$ cat src/verilog/redmule_pkg.sv
// Shared widths, types and control encoding for the reduced MAC accelerator.
// X elements and W are signed 16 bit, accumulators and Z lanes are signed 32 bit.
// Sums wrap on overflow, so no saturation logic exists anywhere downstream.
// FIFO_DEPTH must stay a power of two because the FIFO pointers wrap naturally.

`default_nettype none

package redmule_pkg;

  // Number of MAC lanes, equal to elements per X beat and lanes per Z result
  localparam int unsigned ARRAY_WIDTH = 4;

  localparam int unsigned ELEM_W = 16;
  localparam int unsigned ACC_W  = 32;
  localparam int unsigned LEN_W  = 8;

  // Entries per input FIFO
  localparam int unsigned FIFO_DEPTH = 4;

  // Cycles from a pop to the accumulator update
  localparam int unsigned PIPE_STAGES = 2;

  typedef logic signed [ELEM_W-1:0] elem_t;
  typedef logic signed [ACC_W-1:0]  acc_t;
  typedef logic        [LEN_W-1:0]  len_t;

  // One X column, lane 0 in the low bits
  typedef elem_t [ARRAY_WIDTH-1:0] x_vec_t;

  // Bias vector and result vector share this layout
  typedef acc_t [ARRAY_WIDTH-1:0] z_vec_t;

  typedef enum logic [2:0] {
    IDLE,
    RUN,
    DRAIN,
    STORE,
    OUTPUT
  } sched_state_e;

  // Scheduler control towards the FIFOs, the engine and the status pins
  typedef struct packed {
    logic pop;        // take one X/W pair this cycle
    logic load_bias;  // accumulators take the bias on this edge
    logic store;      // accumulators go to the Z register
    logic z_valid;
    logic busy;
    logic done;       // one cycle, on the Z transfer
  } sched_ctrl_t;

endpackage

`default_nettype wire

$ cat src/verilog/redmule_ctrl_dmr.sv
// Dual modular scheduler with an output comparator.
// Both replicas see the same inputs, replica 0 alone drives ctrl_o.
// A mismatch raises fault_o one cycle later and it stays set until reset.
// Detection only, there is no recovery path.

`default_nettype none

module redmule_ctrl_dmr (
  input  logic                     clk_i,
  input  logic                     reset_i,
  input  logic                     start_i,
  input  redmule_pkg::len_t        job_len_i,
  input  logic                     x_avail_i,
  input  logic                     w_avail_i,
  input  logic                     z_ready_i,
  output redmule_pkg::sched_ctrl_t ctrl_o,
  output logic                     fault_o
);

  redmule_pkg::sched_ctrl_t [1:0] rep_ctrl;
  logic                           mismatch;
  logic                           fault_q;

  for (genvar r = 0; r < 2; r++) begin : gen_replica
    redmule_scheduler i_scheduler (
      .clk_i     ( clk_i       ),
      .reset_i   ( reset_i     ),
      .start_i   ( start_i     ),
      .job_len_i ( job_len_i   ),
      .x_avail_i ( x_avail_i   ),
      .w_avail_i ( w_avail_i   ),
      .z_ready_i ( z_ready_i   ),
      .ctrl_o    ( rep_ctrl[r] )
    );
  end

  // Whole struct is voted, every field counts
  assign mismatch = rep_ctrl[0] != rep_ctrl[1];

  always_ff @(posedge clk_i) begin
    if (reset_i) begin
      fault_q <= 1'b0;
    end else if (mismatch) begin
      fault_q <= 1'b1;
    end
  end

  assign ctrl_o  = rep_ctrl[0];
  assign fault_o = fault_q;

  // Replicas must agree in every cycle of normal operation
  assert property (@(posedge clk_i) disable iff (reset_i)
    rep_ctrl[0] == rep_ctrl[1])
    else $error("scheduler replicas disagree");

endmodule

`default_nettype wire

$ cat src/verilog/redmule_engine.sv
// Integer MAC array, one lane per X element, all lanes share the W element.
// Stage 1 registers the products on pop, stage 2 adds them to the accumulators.
// load_bias and a product update never coincide, the scheduler keeps them apart.
// z_o holds the last stored result until the next store.

`default_nettype none

module redmule_engine (
  input  logic                     clk_i,
  input  logic                     reset_i,
  input  redmule_pkg::sched_ctrl_t ctrl_i,
  input  redmule_pkg::z_vec_t      bias_i,
  input  redmule_pkg::x_vec_t      x_i,
  input  redmule_pkg::elem_t       w_i,
  output redmule_pkg::z_vec_t      z_o
);

  redmule_pkg::z_vec_t prod_q;
  redmule_pkg::z_vec_t acc_q;
  redmule_pkg::z_vec_t z_q;
  logic                prod_valid_q;

  // Marks a product register holding a fresh pair
  always_ff @(posedge clk_i) begin
    if (reset_i) begin
      prod_valid_q <= 1'b0;
    end else begin
      prod_valid_q <= ctrl_i.pop;
    end
  end

  // Product stage
  // 16x16 signed fits in 32 bits, so the product itself never wraps
  always_ff @(posedge clk_i) begin
    if (ctrl_i.pop) begin
      for (int i = 0; i < redmule_pkg::ARRAY_WIDTH; i++) begin
        prod_q[i] <= redmule_pkg::acc_t'($signed(x_i[i])) *
                     redmule_pkg::acc_t'($signed(w_i));
      end
    end
  end

  // Accumulator stage, sums wrap modulo 2^32
  always_ff @(posedge clk_i) begin
    if (ctrl_i.load_bias) begin
      acc_q <= bias_i;
    end else if (prod_valid_q) begin
      for (int i = 0; i < redmule_pkg::ARRAY_WIDTH; i++) begin
        acc_q[i] <= acc_q[i] + prod_q[i];
      end
    end
  end

  // Z holding register
  always_ff @(posedge clk_i) begin
    if (ctrl_i.store) begin
      z_q <= acc_q;
    end
  end

  assign z_o = z_q;

  // Store must only see a drained pipeline
  assert property (@(posedge clk_i) disable iff (reset_i)
    ctrl_i.store |-> !prod_valid_q && !ctrl_i.pop)
    else $error("store while products are still in flight");

  // Bias load must not overwrite a product still in flight
  assert property (@(posedge clk_i) disable iff (reset_i)
    ctrl_i.load_bias |-> !prod_valid_q)
    else $error("bias load during an active job");

endmodule

`default_nettype wire

$ cat src/verilog/redmule_scheduler.sv
// Job FSM for one matrix-vector job of job_len_i beats.
// start_i is only looked at in IDLE, a start in any other state is ignored.
// Pops happen in RUN whenever both FIFOs hold data, one pair per cycle.
// DRAIN waits PIPE_STAGES cycles so the last product reaches the accumulators.

`default_nettype none

module redmule_scheduler (
  input  logic                     clk_i,
  input  logic                     reset_i,
  input  logic                     start_i,
  input  redmule_pkg::len_t        job_len_i,
  input  logic                     x_avail_i,
  input  logic                     w_avail_i,
  input  logic                     z_ready_i,
  output redmule_pkg::sched_ctrl_t ctrl_o
);

  redmule_pkg::sched_state_e                     state_q;
  redmule_pkg::sched_state_e                     state_d;
  redmule_pkg::len_t                             beats_q;
  logic [$clog2(redmule_pkg::PIPE_STAGES+1)-1:0] drain_q;
  logic                                          pop_en;
  logic                                          start_ok;

  assign start_ok = (state_q == redmule_pkg::IDLE) & start_i;
  assign pop_en   = (state_q == redmule_pkg::RUN) & x_avail_i & w_avail_i;

  always_comb begin
    state_d = state_q;
    unique case (state_q)
      redmule_pkg::IDLE: begin
        if (start_i) begin
          state_d = redmule_pkg::RUN;
        end
      end
      redmule_pkg::RUN: begin
        // Last pair of the job leaves the FIFOs
        if (pop_en && beats_q == redmule_pkg::len_t'(1)) begin
          state_d = redmule_pkg::DRAIN;
        end
      end
      redmule_pkg::DRAIN: begin
        if (drain_q == '0) begin
          state_d = redmule_pkg::STORE;
        end
      end
      redmule_pkg::STORE: begin
        state_d = redmule_pkg::OUTPUT;
      end
      redmule_pkg::OUTPUT: begin
        if (z_ready_i) begin
          state_d = redmule_pkg::IDLE;
        end
      end
      default: begin
        state_d = redmule_pkg::IDLE;
      end
    endcase
  end

  always_ff @(posedge clk_i) begin
    if (reset_i) begin
      state_q <= redmule_pkg::IDLE;
      beats_q <= '0;
      drain_q <= '0;
    end else begin
      state_q <= state_d;
      if (start_ok) begin
        beats_q <= job_len_i;
      end else if (pop_en) begin
        beats_q <= beats_q - redmule_pkg::len_t'(1);
      end
      // Drain count is armed during RUN and counts down in DRAIN
      if (state_q == redmule_pkg::RUN) begin
        drain_q <= $bits(drain_q)'(redmule_pkg::PIPE_STAGES - 1);
      end else if (state_q == redmule_pkg::DRAIN) begin
        drain_q <= drain_q - 1'b1;
      end
    end
  end

  always_comb begin
    ctrl_o           = '0;
    ctrl_o.pop       = pop_en;
    ctrl_o.load_bias = start_ok;
    ctrl_o.store     = state_q == redmule_pkg::STORE;
    ctrl_o.z_valid   = state_q == redmule_pkg::OUTPUT;
    ctrl_o.busy      = state_q != redmule_pkg::IDLE;
    ctrl_o.done      = (state_q == redmule_pkg::OUTPUT) & z_ready_i;
  end

  // A zero length job would stay in RUN forever
  assert property (@(posedge clk_i) disable iff (reset_i)
    start_ok |-> job_len_i != '0)
    else $error("job started with zero length");

  // No pop beyond the job length or outside RUN
  assert property (@(posedge clk_i) disable iff (reset_i)
    ctrl_o.pop |-> state_q == redmule_pkg::RUN && beats_q != '0)
    else $error("pop outside of an active RUN phase");

endmodule

`default_nettype wire

$ cat src/verilog/redmule_stream_fifo.sv
// Valid/ready FIFO for one input stream, read side is a pop strobe.
// DEPTH must be a power of two of at least 2.
// A push is taken only while not full, even if a pop happens in the same cycle.
// The head entry is visible one cycle after it was pushed.

`default_nettype none

module redmule_stream_fifo #(
  parameter int unsigned DATA_W = 16,
  parameter int unsigned DEPTH  = 4
) (
  input  logic              clk_i,
  input  logic              reset_i,
  input  logic              push_valid_i,
  input  logic [DATA_W-1:0] push_data_i,
  output logic              push_ready_o,
  input  logic              pop_i,
  output logic [DATA_W-1:0] pop_data_o,
  output logic              not_empty_o
);

  logic [DATA_W-1:0]          mem_q [DEPTH];
  logic [$clog2(DEPTH)-1:0]   wr_ptr_q;
  logic [$clog2(DEPTH)-1:0]   rd_ptr_q;
  logic [$clog2(DEPTH+1)-1:0] count_q;
  logic                       push_fire;

  assign push_ready_o = count_q != $bits(count_q)'(DEPTH);
  assign not_empty_o  = count_q != '0;
  assign push_fire    = push_valid_i & push_ready_o;
  assign pop_data_o   = mem_q[rd_ptr_q];

  // Storage array
  always_ff @(posedge clk_i) begin
    if (push_fire) begin
      mem_q[wr_ptr_q] <= push_data_i;
    end
  end

  // Pointers and fill level
  always_ff @(posedge clk_i) begin
    if (reset_i) begin
      wr_ptr_q <= '0;
      rd_ptr_q <= '0;
      count_q  <= '0;
    end else begin
      if (push_fire) begin
        wr_ptr_q <= wr_ptr_q + 1'b1;
      end
      if (pop_i) begin
        rd_ptr_q <= rd_ptr_q + 1'b1;
      end
      if (push_fire && !pop_i) begin
        count_q <= count_q + 1'b1;
      end else if (!push_fire && pop_i) begin
        count_q <= count_q - 1'b1;
      end
    end
  end

  // The consumer side only pops what is already stored
  assert property (@(posedge clk_i) disable iff (reset_i)
    pop_i |-> not_empty_o)
    else $error("FIFO pop while empty");

  // A stalled producer keeps its beat until it is taken
  assert property (@(posedge clk_i) disable iff (reset_i)
    push_valid_i && !push_ready_o |=> push_valid_i && $stable(push_data_i))
    else $error("push data dropped or changed while stalled");

endmodule

`default_nettype wire

$ cat src/verilog/redmule_top.sv
// Top level of the reduced MAC accelerator, computes z = y + X*w per job.
// X and W beats are paired by order, one X column with one w element.
// start_i and bias_i are sampled together, and only while busy_o is low.
// evt_o pulses on the Z transfer, in the same edge that drops busy_o.

`default_nettype none

module redmule_top (
  input  logic                clk_i,
  input  logic                reset_i,
  input  logic                start_i,
  input  redmule_pkg::len_t   job_len_i,
  input  redmule_pkg::z_vec_t bias_i,
  input  logic                x_valid_i,
  input  redmule_pkg::x_vec_t x_data_i,
  output logic                x_ready_o,
  input  logic                w_valid_i,
  input  redmule_pkg::elem_t  w_data_i,
  output logic                w_ready_o,
  output logic                z_valid_o,
  output redmule_pkg::z_vec_t z_data_o,
  input  logic                z_ready_i,
  output logic                busy_o,
  output logic                evt_o,
  output logic                fault_o
);

  redmule_pkg::sched_ctrl_t ctrl;
  redmule_pkg::x_vec_t      x_head;
  redmule_pkg::elem_t       w_head;
  logic                     x_avail;
  logic                     w_avail;

  // X input buffer
  redmule_stream_fifo #(
    .DATA_W ( $bits(redmule_pkg::x_vec_t) ),
    .DEPTH  ( redmule_pkg::FIFO_DEPTH     )
  ) i_x_fifo (
    .clk_i        ( clk_i     ),
    .reset_i      ( reset_i   ),
    .push_valid_i ( x_valid_i ),
    .push_data_i  ( x_data_i  ),
    .push_ready_o ( x_ready_o ),
    .pop_i        ( ctrl.pop  ),
    .pop_data_o   ( x_head    ),
    .not_empty_o  ( x_avail   )
  );

  // W input buffer
  redmule_stream_fifo #(
    .DATA_W ( $bits(redmule_pkg::elem_t) ),
    .DEPTH  ( redmule_pkg::FIFO_DEPTH    )
  ) i_w_fifo (
    .clk_i        ( clk_i     ),
    .reset_i      ( reset_i   ),
    .push_valid_i ( w_valid_i ),
    .push_data_i  ( w_data_i  ),
    .push_ready_o ( w_ready_o ),
    .pop_i        ( ctrl.pop  ),
    .pop_data_o   ( w_head    ),
    .not_empty_o  ( w_avail   )
  );

  redmule_ctrl_dmr i_ctrl (
    .clk_i     ( clk_i     ),
    .reset_i   ( reset_i   ),
    .start_i   ( start_i   ),
    .job_len_i ( job_len_i ),
    .x_avail_i ( x_avail   ),
    .w_avail_i ( w_avail   ),
    .z_ready_i ( z_ready_i ),
    .ctrl_o    ( ctrl      ),
    .fault_o   ( fault_o   )
  );

  redmule_engine i_engine (
    .clk_i   ( clk_i    ),
    .reset_i ( reset_i  ),
    .ctrl_i  ( ctrl     ),
    .bias_i  ( bias_i   ),
    .x_i     ( x_head   ),
    .w_i     ( w_head   ),
    .z_o     ( z_data_o )
  );

  // Status pins come straight from the voted control word
  assign z_valid_o = ctrl.z_valid;
  assign busy_o    = ctrl.busy;
  assign evt_o     = ctrl.done;

endmodule

`default_nettype wire
$ cat config.mk
export PLATFORM = sky130hd
export DESIGN_NAME = redmule_top
export DESIGN_NICKNAME = d
export VERILOG_FILES = /design/src/verilog/redmule_pkg.sv /design/src/verilog/redmule_ctrl_dmr.sv /design/src/verilog/redmule_engine.sv /design/src/verilog/redmule_scheduler.sv /design/src/verilog/redmule_stream_fifo.sv /design/src/verilog/redmule_top.sv
export SDC_FILE = /design/constraint.sdc
export NUM_CORES = 2
export LEC_CHECK = 0
export BUFFER_PORTS_ARGS = -buffer_cell sky130_fd_sc_hd__buf_4
export CAP_MARGIN = 30
export CORE_ASPECT_RATIO = 1.5
export CORE_MARGIN = 2
export CORE_UTILIZATION = 65
export CTS_BUF_LIST = sky130_fd_sc_hd__clkbuf_4
export DETAILED_ROUTE_END_ITERATION = 16
export GPL_TIMING_DRIVEN = 0
export PLACE_DENSITY_LB_ADDON = 0.05
export SYNTH_ARGS = -nofsm -noshare
export SYNTH_HDL_FRONTEND = slang
export SYNTH_SLANG_ARGS = --single-unit
$ cat constraint.sdc
create_clock -name clk_i -period 12.5 [get_ports clk_i]
set_input_delay 1.875 -clock clk_i [delete_from_list [all_inputs] [get_ports clk_i]]
set_output_delay 1.875 -clock clk_i [all_outputs]
set_load 0.01 [all_outputs]
==> impl_results.md <==
- Vias in the first global route: 55940
- Ys Warns: 0
- Met1 Use GR: 46.2%
- Die area: 0.114 mm²
- Starting DRT DRC Count: 4624
- Synthesized area: 0.0722 mm²
- Worst Tran Pin Value: 1.16 ns
- Syn Inst Count: 6877
- Number of CTS-inserted buffers: 170
- # DRC: 0
- H-tree Lvls: 4
- Initial antenna violation count: 7
- Grt met3 use: 7.14%
- Critical Path Sink Type: register
- Skew-Pair Late Insertion Delay: 1.14 ns
- Largest net degree at the start of global routing: 74
- Nets@finish: 9241
- Max Cap Viol: 0
- Final Cycle Share: 80.4%
- Number of I/O pins: 356
- Cell Rows: 149
- Die W: 276 µm
- Total Wirelength: 213 mm
- Starting Density: 65.6%
- Worst Path Arrival: 10.79 ns
- Clock skew: 0.103 ns
- Final Setup Violations: 0
- Final Hold Viols: 0
- CTS tree: yes
- Dominant synthesized flop cell: edfxtp_1
- Pins over their slew limit: 0
- GR Overflow Total: 0
- Setup CP Type: reg -> reg
- Achievable frequency: 99.5 MHz
- Final setup margin: 2.45 ns
- GRT Total Usage: 38.5%
- Number of synthesized register bits: 750
- DR vias/cell: 5.91
- GR met2 Demand/Resource: 62.9%
- Die Y: 412 µm
- P&R area growth vs syn: 11.1%
- Status: completed
- # resized after CTS: 0
- Clk buf depth: 3
- Vias: 53609
- Grt peak-use layer: met2
- Syn avg cell area: 10.5 µm²
- Minimum clock period: 10.05 ns
- Critical path data required time: 13.24 ns
- DP Wirelength: 175 mm
- WL per Instance: 23.5 µm
- Worst slew margin: 22.8%
- CTS clk-pin slew, worst paths: 0.07 ns
- Hold buffers post-CTS: 0
- Final setup TNS: 0 ns
- Crit path max fanout: 10
- Final GP Congestion: 1.02
- Port bufs: 354
- CTS sink cnt: 750
- Pre-antenna DRT Iters: 6
- Netlist cell types: 82
- Startpoint Class: register
- Antenna-violating nets left: 0
- First-pass GRT wire length: 324 mm
- Post-synth ARST share: 0%
- Setup Slack @ Placement: 2.72 ns
- HP Class: reg -> reg
- Core Util, Final: 72.9%
- Layout cell share with drive strength beyond 1: 11.0%
- # Post-CTS Setup Buffers: 0
- RSZ-0062 raised after global routing: no
- Post-synth EDFFs: 704
- Seq/Total Area, Yosys: 30.6%
- Root Driver: clkbuf_4
- Syn_nets: 8621
- Core area: 0.110 mm²
## worst max-delay path, cell delays in order (launching register included)
cell and delay [ns]:
dfxtp_1 0.58, buf_2 0.35, buf_2 0.43, clkbuf_1 0.74, mux2_2 0.44, o21ai_1 0.81
nor2_1 0.15, fa_1 0.57, inv_1 0.05, fa_1 0.52, inv_1 0.05, fa_1 0.53
fa_1 0.44, fa_1 0.49, inv_1 0.05, fa_1 0.47, inv_1 0.04, ha_1 0.26
clkbuf_1 0.31, nand3_1 0.20, nor2_1 0.20, and3_1 0.18, a21oi_1 0.14, a31o_2 0.33
a21oi_1 0.30, a211o_1 0.19, a21oi_1 0.07, xnor2_1 0.75
## flip-flops by register name (all words and copies together), names as in the netlist, named ones only
signal                                  flops
i_x_fifo.mem_q                            256
i_engine.acc_q                            128
i_engine.prod_q                           128
i_engine.z_o                              128
i_w_fifo.mem_q                             64
i_ctrl.gen_replica.i_scheduler.beats_q     16
i_ctrl.gen_replica.i_scheduler.state_q      6
i_ctrl.gen_replica.i_scheduler.drain_q      4
i_w_fifo.count_q                            3
i_x_fifo.count_q                            3
i_w_fifo.rd_ptr_q                           2
i_w_fifo.wr_ptr_q                           2
i_x_fifo.rd_ptr_q                           2
i_x_fifo.wr_ptr_q                           2
i_ctrl.fault_o                              1
i_engine.prod_valid_q                       1
## stage by stage
| step | instance area, µm² | hold slack [ns] | cells |
|---|---|---|---|
| after global placement | 76700 | 0.445 | 8665 |
| after detailed placement | 77800 | 0.443 | 8750 |
| after global routing | 80200 | 0.437 | 9063 |
| final | 80200 | 0.433 | 9066 |
| after floorplan | 72200 | 0.433 | 6877 |
| after CTS | 80100 | 0.425 | 9053 |
## kinds of logic (layout without fill, tap and decap cells)
| logic type | after synthesis | count (layout) | synth area share [%] |
|---|---|---|---|
| compound gates | 935 | 935 | 8.37 |
| xor+xnor | 244 | 244 | 2.96 |
| fa+ha+maj | 1522 | 1522 | 37.3 |
| buf+inv | 1472 | 2223 | 7.66 |
| flops | 750 | 750 | 30.6 |
| mux | 160 | 160 | 2.53 |
| other cells | 0 | 4 | 0 |
| simple gates | 1794 | 1794 | 10.6 |
## final timing paths
path	from	to	slack [ns]	cells after the start
hold reg to reg	i_engine.acc_q[93]	i_engine.z_o[93]	0.43	0
setup / recovery	register	i_engine.prod_q[95]	2.45	27
setup reg to reg	register	i_engine.prod_q[95]	2.45	27
hold / removal	i_engine.acc_q[93]	i_engine.z_o[93]	0.43	0
## cells in the final DEF (no fill, tap or decap), types with 21 or more instances in the layout
cell | synthesis | final
a211oi_1 | 47 | 47
a21o_1 | 110 | 110
a21oi_1 | 250 | 250
and2_1 | 76 | 76
and3_1 | 34 | 30
buf_4 | 0 | 375
buf_8 | 0 | 42
clkbuf_1 | 209 | 207
clkbuf_4 | 0 | 236
clkinv_1 | 0 | 36
dfxtp_1 | 46 | 46
edfxtp_1 | 704 | 704
fa_1 | 1054 | 1054
ha_1 | 468 | 468
inv_1 | 1239 | 1239
mux2_2 | 70 | 70
mux2i_1 | 79 | 79
nand2_1 | 719 | 719
nand2b_1 | 28 | 27
nand3_1 | 48 | 48
nor2_1 | 698 | 698
nor2b_1 | 36 | 36
nor3_1 | 51 | 51
o21a_1 | 116 | 116
o21ai_0 | 152 | 148
o21ai_1 | 56 | 54
o21bai_1 | 33 | 33
or3_1 | 21 | 21
xnor2_1 | 162 | 162
xor2_1 | 82 | 82
## cell usage after synthesis (7+ instances only)
| master | instances | share of area, % |
|---|---|---|
| nand4_1 | 16 | 0.14 |
| inv_1 | 1239 | 6.4 |
| nor2_1 | 698 | 3.6 |
| o21ai_0 | 152 | 1.1 |
| xor2_1 | 82 | 0.99 |
| mux2i_1 | 79 | 1.1 |
| nor2b_1 | 36 | 0.31 |
| nand2_1 | 719 | 3.7 |
| ha_1 | 468 | 8.1 |
| or4_1 | 7 | 0.073 |
| mux2_2 | 70 | 1.1 |
| o21ai_1 | 56 | 0.39 |
| o2111ai_1 | 11 | 0.13 |
| o21bai_1 | 33 | 0.34 |
| a21o_1 | 110 | 1.1 |
| a211oi_1 | 47 | 0.49 |
| dfxtp_1 | 46 | 1.3 |
| a21oi_1 | 250 | 1.7 |
| xnor2_1 | 162 | 2.0 |
| a31oi_1 | 16 | 0.14 |
| mux4_2 | 11 | 0.34 |
| and3_1 | 34 | 0.29 |
| nand3_1 | 48 | 0.33 |
| o21a_1 | 116 | 1.2 |
| nor4_1 | 10 | 0.087 |
| a21boi_0 | 9 | 0.094 |
| o211ai_1 | 18 | 0.19 |
| buf_2 | 7 | 0.049 |
| a211o_1 | 10 | 0.12 |
| nor4b_1 | 7 | 0.085 |
| o31ai_1 | 18 | 0.19 |
| or2_2 | 7 | 0.061 |
| nor3_1 | 51 | 0.35 |
| or3_1 | 21 | 0.18 |
| and2_1 | 76 | 0.66 |
| fa_1 | 1054 | 29 |
| edfxtp_1 | 704 | 29 |
| clkbuf_1 | 209 | 1.1 |
| nand2b_1 | 28 | 0.24 |
| buf_1 | 17 | 0.088 |
| nor3b_1 | 19 | 0.20 |
## layout make-up
cell class / instances / area, µm²
diodes: 4 / 10.0
plain buffers: 233 / 888
clock buffers: 235 / 1760
clock inverters: 68 / 503
fillers: 8195 / 29800
inverters: 1239 / 4650
multi-input cells: 4655 / 44700
flip-flops and latches: 750 / 22100
well taps: 1434 / 1790
repair buffers: 448 / 3890
## layer usage
metal  part of all wire, %  wire length [µm]
met4                   8.3             17700
met2                    47            101000
met5                 0.013                27
met1                    35             75200
met3                   9.0             19200
Power is not shown: default switching activity piles up to over one toggle a cycle in this logic, so the estimate is an artifact.
